### config.mk
export PLATFORM = sky130hd
export DESIGN_NAME = cache_stage
export DESIGN_NICKNAME = d
export VERILOG_FILES = /design/src/hw/cache_pkg.sv /design/src/hw/cache_decode.sv /design/src/hw/cache_execute.sv /design/src/hw/cache_result.sv /design/src/hw/cache_stage.sv
export VERILOG_INCLUDE_DIRS = /design/src /design/src/hw
export SDC_FILE = /design/constraint.sdc
export NUM_CORES = 2
export LEC_CHECK = 0
export BUFFER_PORTS_ARGS = -buffer_cell sky130_fd_sc_hd__buf_4
export CAP_MARGIN = 15
export CELL_PAD_IN_SITES_DETAIL_PLACEMENT = 1
export CELL_PAD_IN_SITES_GLOBAL_PLACEMENT = 2
export CORE_MARGIN = 2
export CORE_UTILIZATION = 51
export CTS_CLUSTER_SIZE = 20
export DETAILED_ROUTE_END_ITERATION = 10
export PLACE_DENSITY = 0.87
export SYNTH_ARGS = -nofsm -noshare
export SYNTH_HDL_FRONTEND = slang
export SYNTH_MEMORY_MAX_BITS = 65536
export SYNTH_SLANG_ARGS = --single-unit
export TNS_END_PERCENT = 100
### constraint.sdc
create_clock -name clk -period 21.4 [get_ports clk]
set_clock_uncertainty 0.15 [all_clocks]
set_input_delay 4.28 -clock clk [delete_from_list [all_inputs] [get_ports clk]]
set_output_delay 4.28 -clock clk [all_outputs]
set_load 0.02 [all_outputs]
### src/hw/cache_cfg.svh
`ifndef CACHE_CFG_SVH
`define CACHE_CFG_SVH

// Geometry of the four-way data cache
`define CACHE_WAYS 4
`define CACHE_SETS 8
`define CACHE_INDEX_BITS 3
`define CACHE_TAG_BITS 8

// 15-bit physical address, tag | index | byte offset
`define CACHE_ADDR_BITS 15

// One line is 16 bytes
`define CACHE_LINE_BITS 128

`endif

### src/hw/cache_pkg.sv
`default_nettype none

`include "cache_cfg.svh"

package cache_pkg;

    typedef enum logic [1:0] {
        op_read  = 2'd0,
        op_write = 2'd1,
        op_fill  = 2'd2
    } cache_op_e;

    typedef enum logic [2:0] {
        st_hit      = 3'd0,
        st_miss     = 3'd1,
        st_stall    = 3'd2,
        st_uncached = 3'd3,
        st_filled   = 3'd4
    } cache_status_e;

    // Mask bit set means the data bit is written
    typedef struct packed {
        cache_op_e                    op;
        logic [`CACHE_ADDR_BITS-1:0]  addr;
        logic [`CACHE_LINE_BITS-1:0]  data;
        logic [`CACHE_LINE_BITS-1:0]  mask;
        logic                         uncached;
    } cache_req_t;

    typedef struct packed {
        cache_status_e                status;
        logic [1:0]                   way;
        logic [`CACHE_LINE_BITS-1:0]  line;
        logic                         evict;
        logic [`CACHE_ADDR_BITS-1:0]  evict_addr;
        logic [`CACHE_LINE_BITS-1:0]  evict_line;
    } cache_resp_t;

    // Decode to execute bundle, all from pre-edge state
    typedef struct packed {
        cache_req_t                                 req;
        logic [`CACHE_INDEX_BITS-1:0]               index;
        logic [`CACHE_TAG_BITS-1:0]                 tag;
        logic                                       hit;
        logic [1:0]                                 hit_way;
        logic [`CACHE_WAYS-1:0]                     valid_set;
        logic [`CACHE_WAYS*`CACHE_TAG_BITS-1:0]     tags_set;
    } cache_lookup_t;

endpackage

`default_nettype wire

### src/hw/cache_decode.sv
`timescale 1ns/1ps
`default_nettype none

`include "cache_cfg.svh"

module cache_decode (
    input  logic                     clk,
    input  logic                     rst_n,
    input  logic                     req_valid,
    input  cache_pkg::cache_req_t    req,
    input  logic                     tag_we,
    input  logic [1:0]               tag_way,
    output cache_pkg::cache_lookup_t lookup
);

    logic [`CACHE_TAG_BITS-1:0] tag_mem [`CACHE_SETS][`CACHE_WAYS];
    logic [`CACHE_WAYS-1:0]     valid_mem [`CACHE_SETS];

    logic [`CACHE_INDEX_BITS-1:0] index;
    logic [`CACHE_TAG_BITS-1:0]   tag;
    logic [`CACHE_WAYS-1:0]       match;

    // Byte offset sits below the index and is not used here
    assign tag   = req.addr[`CACHE_ADDR_BITS-1 -: `CACHE_TAG_BITS];
    assign index = req.addr[`CACHE_ADDR_BITS-`CACHE_TAG_BITS-1 -: `CACHE_INDEX_BITS];

    always_comb begin
        for (int w = 0; w < `CACHE_WAYS; w++) begin
            match[w] = valid_mem[index][w] && (tag_mem[index][w] == tag);
        end
    end

    always_comb begin
        lookup.req       = req;
        lookup.index     = index;
        lookup.tag       = tag;
        lookup.hit       = |match;
        lookup.hit_way   = 2'd0;
        lookup.valid_set = valid_mem[index];
        for (int w = 0; w < `CACHE_WAYS; w++) begin
            lookup.tags_set[w*`CACHE_TAG_BITS +: `CACHE_TAG_BITS] = tag_mem[index][w];
            if (match[w]) begin
                lookup.hit_way = 2'(w);
            end
        end
    end

    // Valid flags
    always_ff @(posedge clk) begin
        if (!rst_n) begin
            for (int s = 0; s < `CACHE_SETS; s++) begin
                valid_mem[s] <= '0;
            end
        end else if (req_valid && tag_we) begin
            valid_mem[index][tag_way] <= 1'b1;
        end
    end

    // Tag store
    always_ff @(posedge clk) begin
        if (req_valid && tag_we) begin
            tag_mem[index][tag_way] <= tag;
        end
    end

    // Fills refresh a present tag, so a second copy never appears
    a_single_match: assert property (
        @(posedge clk) disable iff (!rst_n)
        req_valid |-> $onehot0(match)
    );

endmodule

`default_nettype wire

### src/hw/cache_execute.sv
`timescale 1ns/1ps
`default_nettype none

`include "cache_cfg.svh"

module cache_execute (
    input  logic                      clk,
    input  logic                      rst_n,
    input  logic                      req_valid,
    input  cache_pkg::cache_lookup_t  lookup,
    input  logic                      queue_full,
    output logic                      stall,
    output logic                      tag_we,
    output logic [1:0]                tag_way,
    output logic                      line_we,
    output logic [1:0]                line_way,
    output logic                      line_fill,
    output logic                      victim_dirty,
    output cache_pkg::cache_status_e  status
);

    logic [1:0]             age_mem [`CACHE_SETS][`CACHE_WAYS];
    logic [`CACHE_WAYS-1:0] dirty_mem [`CACHE_SETS];

    logic       cached;
    logic       is_fill;
    logic       is_write;
    logic       touch;
    logic [1:0] lru_way;
    logic [1:0] free_way;
    logic [1:0] victim;
    logic [1:0] access_way;
    logic [1:0] access_age;
    logic [`CACHE_WAYS-1:0] age_seen;
    logic       ages_ok;

    assign cached   = !lookup.req.uncached;
    assign is_fill  = lookup.req.op == cache_pkg::op_fill;
    assign is_write = lookup.req.op == cache_pkg::op_write;

    // Refresh a present line before taking the lowest invalid or oldest way
    always_comb begin
        lru_way = 2'd0;
        for (int w = 0; w < `CACHE_WAYS; w++) begin
            if (age_mem[lookup.index][w] == 2'(`CACHE_WAYS - 1)) begin
                lru_way = 2'(w);
            end
        end
        free_way = lru_way;
        for (int w = `CACHE_WAYS - 1; w >= 0; w--) begin
            if (!lookup.valid_set[w]) begin
                free_way = 2'(w);
            end
        end
        victim = lookup.hit ? lookup.hit_way : free_way;
    end

    assign access_way = is_fill ? victim : lookup.hit_way;
    assign access_age = age_mem[lookup.index][access_way];

    // Only cached hits and fills touch state
    assign touch = req_valid && cached && (is_fill || lookup.hit);

    assign stall = req_valid && cached && !is_fill && !lookup.hit && queue_full;

    assign tag_we    = touch && is_fill;
    assign tag_way   = access_way;
    assign line_we   = touch && (is_fill || is_write);
    assign line_way  = access_way;
    assign line_fill = is_fill;

    // A refresh replaces nothing
    assign victim_dirty = touch && is_fill && !lookup.hit &&
                          lookup.valid_set[victim] && dirty_mem[lookup.index][victim];

    always_comb begin
        if (!cached) begin
            status = cache_pkg::st_uncached;
        end else if (is_fill) begin
            status = cache_pkg::st_filled;
        end else if (lookup.hit) begin
            status = cache_pkg::st_hit;
        end else if (queue_full) begin
            status = cache_pkg::st_stall;
        end else begin
            status = cache_pkg::st_miss;
        end
    end

    always_ff @(posedge clk) begin
        if (!rst_n) begin
            for (int s = 0; s < `CACHE_SETS; s++) begin
                dirty_mem[s] <= '0;
                for (int w = 0; w < `CACHE_WAYS; w++) begin
                    age_mem[s][w] <= 2'(w);
                end
            end
        end else if (touch) begin
            // Accessed way becomes youngest and younger ones shift up
            for (int w = 0; w < `CACHE_WAYS; w++) begin
                if (2'(w) == access_way) begin
                    age_mem[lookup.index][w] <= 2'd0;
                end else if (age_mem[lookup.index][w] < access_age) begin
                    age_mem[lookup.index][w] <= age_mem[lookup.index][w] + 2'd1;
                end
            end
            if (is_fill) begin
                dirty_mem[lookup.index][access_way] <= 1'b0;
            end else if (is_write) begin
                dirty_mem[lookup.index][access_way] <= 1'b1;
            end
        end
    end

    always_comb begin
        ages_ok  = 1'b1;
        age_seen = '0;
        for (int s = 0; s < `CACHE_SETS; s++) begin
            age_seen = '0;
            for (int w = 0; w < `CACHE_WAYS; w++) begin
                age_seen[age_mem[s][w]] = 1'b1;
            end
            if (age_seen != '1) begin
                ages_ok = 1'b0;
            end
        end
    end

    a_age_perm: assert property (@(posedge clk) disable iff (!rst_n) ages_ok);

endmodule

`default_nettype wire

### src/hw/cache_result.sv
`timescale 1ns/1ps
`default_nettype none

`include "cache_cfg.svh"

module cache_result (
    input  logic                      clk,
    input  logic                      rst_n,
    input  logic                      req_valid,
    input  cache_pkg::cache_lookup_t  lookup,
    input  logic                      line_we,
    input  logic [1:0]                line_way,
    input  logic                      line_fill,
    input  logic                      victim_dirty,
    input  cache_pkg::cache_status_e  status,
    output logic                      resp_valid,
    output cache_pkg::cache_resp_t    resp
);

    localparam int OFFSET_BITS = `CACHE_ADDR_BITS - `CACHE_TAG_BITS - `CACHE_INDEX_BITS;

    logic [`CACHE_LINE_BITS-1:0] line_mem [`CACHE_SETS][`CACHE_WAYS];

    logic [`CACHE_LINE_BITS-1:0] stored_line;
    logic [`CACHE_LINE_BITS-1:0] new_line;
    logic [`CACHE_LINE_BITS-1:0] resp_line;
    logic [`CACHE_TAG_BITS-1:0]  old_tag;
    logic [`CACHE_ADDR_BITS-1:0] evict_addr;

    assign stored_line = line_mem[lookup.index][line_way];

    // Fill replaces the line while a write merges under the mask
    assign new_line = line_fill ? lookup.req.data :
                      (stored_line & ~lookup.req.mask) | (lookup.req.data & lookup.req.mask);

    assign old_tag    = lookup.tags_set[line_way*`CACHE_TAG_BITS +: `CACHE_TAG_BITS];
    assign evict_addr = {old_tag, lookup.index, {OFFSET_BITS{1'b0}}};

    // Hits return the pre-edge line
    always_comb begin
        case (status)
            cache_pkg::st_hit:    resp_line = stored_line;
            cache_pkg::st_filled: resp_line = lookup.req.data;
            default:              resp_line = '0;
        endcase
    end

    always_ff @(posedge clk) begin
        if (line_we) begin
            line_mem[lookup.index][line_way] <= new_line;
        end
    end

    always_ff @(posedge clk) begin
        if (!rst_n) begin
            resp_valid <= 1'b0;
        end else begin
            resp_valid <= req_valid;
        end
    end

    always_ff @(posedge clk) begin
        if (req_valid) begin
            resp.status     <= status;
            resp.way        <= line_way;
            resp.line       <= resp_line;
            resp.evict      <= victim_dirty;
            resp.evict_addr <= evict_addr;
            resp.evict_line <= stored_line;
        end
    end

endmodule

`default_nettype wire

### src/hw/cache_stage.sv
`timescale 1ns/1ps
`default_nettype none

`include "cache_cfg.svh"

module cache_stage (
    input  logic                    clk,
    input  logic                    rst_n,
    input  logic                    req_valid,
    input  cache_pkg::cache_req_t   req,
    input  logic                    queue_full,
    output logic                    stall,
    output logic                    resp_valid,
    output cache_pkg::cache_resp_t  resp
);

    cache_pkg::cache_lookup_t lookup;
    cache_pkg::cache_status_e status;

    logic       tag_we;
    logic [1:0] tag_way;
    logic       line_we;
    logic [1:0] line_way;
    logic       line_fill;
    logic       victim_dirty;

    // Tag lookup
    cache_decode u_decode (
        .clk       (clk),
        .rst_n     (rst_n),
        .req_valid (req_valid),
        .req       (req),
        .tag_we    (tag_we),
        .tag_way   (tag_way),
        .lookup    (lookup)
    );

    // Replacement, dirty and LRU state
    cache_execute u_execute (
        .clk          (clk),
        .rst_n        (rst_n),
        .req_valid    (req_valid),
        .lookup       (lookup),
        .queue_full   (queue_full),
        .stall        (stall),
        .tag_we       (tag_we),
        .tag_way      (tag_way),
        .line_we      (line_we),
        .line_way     (line_way),
        .line_fill    (line_fill),
        .victim_dirty (victim_dirty),
        .status       (status)
    );

    // Line data and response register
    cache_result u_result (
        .clk          (clk),
        .rst_n        (rst_n),
        .req_valid    (req_valid),
        .lookup       (lookup),
        .line_we      (line_we),
        .line_way     (line_way),
        .line_fill    (line_fill),
        .victim_dirty (victim_dirty),
        .status       (status),
        .resp_valid   (resp_valid),
        .resp         (resp)
    );

endmodule

`default_nettype wire

==> impl_metrics.yaml <==
worst_setup_path:
  rr_startpoint: "u_execute.age_mem[1][2]"
  worstPathRequired_ns: 16.97
  cp-start-kind: "input pin"
  crit_type: "in -> out"
  critPathArrivalTime_ns: 9.05
  worstSetupStartpoint: "req[262]"
  rr_worst_depth: 12
  crit_path_end: "stall"
  cp-end-kind: "primary output"
  crit_fanout: 34
  r2r_end: "u_result.line_mem[4][454]"
  r2r_slack_ns: 13.27
floorplan:
  die_y_um: 593
  die_x_um: 593
  initial_core_util_pct: 51.2
  pin_count: 557
  row_count: 216
  die-area_sq_mm: 0.352
  core_area_sq_mm: 0.346
clocking:
  path_clk_slew_ns: 0.06
  cts_hold_buf: 0
  cts_buffers: 453
  cts_tree: "built"
  cts_resized: 0
  clock_sinks: 4754
  cts_root_buf: "clkbuf_16"
  worstSkewPairLatency_ns: 1.02
  cts_setup_buffers: 0
  h-tree-depth: 5
  cts_max_path_buffers: 4
hold_path:
  min-delay-start: "u_decode.valid_mem[1][1]"
  min_path_cells: 1
  min_path_type: "reg -> reg"
power_and_ir_drop:
  sequentialPowerShare_pct: 52.9
  ir_drop_mv: 0.0783
  intPower_uw: 15300
  switching_power_uw: 4490
  combPwrFrac_pct: 6.2
  power_frac_clock_pct: 41.0
  swShare_pct: 22.7
  leakage_uw: 0.0648
  powerDensity_mw_per_mm2: 97.3
route:
  num_vias: 110000
  first_pass_iters: 6
  wirelength_um: 582000
  ant_nets: 0
  first_iter_violations: 17600
  viasPerCell: 7.00
  post-route-drc-count: 0
  wl_per_cell_um: 37.2
place:
  dp.final_hpwl_um: 289000
  preCtsSetupSlack_ns: 7.67
  dp_cells: 14800
  port_buffers: 548
  gp_congestion: 0.807
timing:
  fin_crit_ns: 13.48
  worst_pin_slew_ns: 1.31
  hold_viol: 0
  finalSetupViolations: 0
  max_freq_mhz: 74.2
  drv_slew: 0
  rsz0062_at_grt: "no"
  max-slew-margin-rel_pct: 11.7
  setup_tns_ns: 0
  setup_slack_ns: 7.92
  fin_crit_sh_pct: 63.0
global_routing:
  grt_usage_pct: 32.4
  grt_max_degree: 133
  antenna_found_initial: 15
  grt_pass1_vias: 114000
  gr-total-overflow: 0
  grt_first_pass_wirelength_um: 820000
flow_run:
  cap_violations: 0
status:
  outcome: "completed"
yosys:
  ys.flop_type: "edfxtp_1"
  yosysWarnings: 0
  syn_area_sq_mm: 0.177
  syn-mean-instance-area_sq_um: 17.6
  synth_area_leaders: "edfxtp_1 (80%), a22oi_1 (5.1%), a221oi_1 (2.0%)"
  synth_cells: 10000
  synthArstFlopShare_pct: 0
  yosys.area.top_type: "edfxtp_1"
  ys_seq_area_share_pct: 80.5
  yosysUniqueCellTypes: 79
  yosysTopAreaCellShare_pct: 80.1
  ys_ff_latch: 4754
  synth_edf_count: 4721
finish:
  fillers: 30300
  drive_gt1_share_pct: 17.2
  fin_nets: 11000
  seqCellArea_sq_mm: 0.142
  syn_to_final_growth_pct: 14.9
  instances_no_fill: 15700
  multi_input_area_sq_mm: 0.0323
  post-route-util_pct: 58.8
worst max-delay path, cell delays in order:
cell and delay, ns:
buf_6 0.37, buf_4 0.42, buf_4 0.61, inv_2 0.35, buf_4 0.44, a221oi_1 0.92, nor3_1 0.18, nor4b_2 0.27
a21o_1 0.24, nor3_1 0.15, buf_4 0.21, nand2_1 0.09, nor3b_1 0.23, buf_4 0.18
final cells by class:
class                           instances  area share [%]
Multi-Input combinational cell       4482            15.9
Sequential cell                      4754            70.1
Timing Repair Buffer                  873            3.68
Clock inverter                        300            1.39
Tap cell                             4578            2.82
Antenna cell                            6         0.00739
Inverter                              140           0.263
Clock buffer                          545            5.85
registers in the layout, indices dropped and copies added (netlist names):
name                 count
u_decode.tag_mem       256
u_result.resp_valid      1
u_execute.dirty_mem     32
u_result.resp          273
u_result.line_mem     4096
u_execute.age_mem       64
u_decode.valid_mem      32
cells in the final DEF, fill, tap and decap left out, types with 14 or more instances in the layout:
cell,netlist,final
dfxtp_1,33,33
a311oi_1,33,33
nor2_4,0,42
edfxtp_1,4721,4721
nand2_1,247,246
o21ai_0,246,246
mux4_2,39,39
bufinv_16,0,45
o22ai_1,37,37
a22o_1,354,354
clkinv_1,0,108
a21oi_4,1,31
a222oi_1,19,19
a21oi_1,296,173
nand4_1,343,343
clkinvlp_4,0,16
buf_12,0,32
clkbuf_1,537,80
buf_4,15,772
a211oi_1,14,14
a31oi_1,145,145
a221oi_1,405,405
mux2i_1,166,166
buf_8,0,61
nor2_1,558,515
inv_1,135,135
a22oi_1,1213,1213
nor3_1,19,19
nand3_1,21,21
clkbuf_16,0,460
mux2_2,134,134
a21oi_2,1,94
clkinv_2,0,103
cells by family after synthesis:
group,count (synthesis),share of synthesized area (%)
simple gates,1259,3.33
xor+xnor,23,0.114
fa+ha+maj,5,0.0354
mux,340,2.30
buf+inv,814,1.83
compound gates,2851,11.9
flops,4754,80.5
other cells,1,0.00212
metrics by stage:
step / hold slack, ns / total power (uW) / cell area, sq um
3_3_place_gp: 0.298 / 11700 / 187000
6_report: 0.330 / 19800 / 203000
2_1_floorplan: 0.290 / 11300 / 177000
4_1_cts: 0.328 / 19700 / 202000
3_5_place_dp: 0.313 / 11800 / 187000
5_1_grt: 0.343 / 20100 / 203000
per-layer routing:
metal | GRT usage (%) | wire length [um]
met1 | 42.1 | 206000
met2 | 53.5 | 283000
met3 | 5.94 | 66500
met4 | 14.7 | 26800
met5 | 0 | 46
Yosys cell counts, drive strengths merged, types with 8 or more instances:
cell,instances
edfxtp,4721
inv,140
buf,137
nor2b,8
and2,8
dfxtp,33
a21oi,298
o311ai,8
mux2i,166
o21a,12
mux2,135
xnor2,13
a311oi,33
xor2,10
o22ai,37
a222oi,19
nand2b,8
a22o,354
nand2,247
nor4,12
a221oi,406
nand3,22
a22oi,1213
a211oi,16
o211ai,14
a221o,8
nand4,344
nor2,559
clkbuf,537
mux4,39
o21ai,259
a31oi,146
nor3,20
worst min-delay path by stage:
stage                                     to  slack [ns]
detailed placement  u_decode.valid_mem[7][0]        0.31
floorplan           u_decode.valid_mem[2][1]        0.29
global placement    u_decode.valid_mem[4][1]        0.30
CTS                 u_decode.valid_mem[1][1]        0.33
global route        u_decode.valid_mem[1][3]        0.34
finish              u_decode.valid_mem[1][1]        0.33
power by group through the flow:
stage                     registers (uW)  logic, uW  clock network [uW]
final                              10400       1220                8100
after global routing               10400       1270                8410
after global placement             10700       1060                   0
after floorplan                    10700        553                   0
after detailed placement           10700       1120                   0
after CTS                          10500       1140                8130
Power figures use the tool's default switching activity.
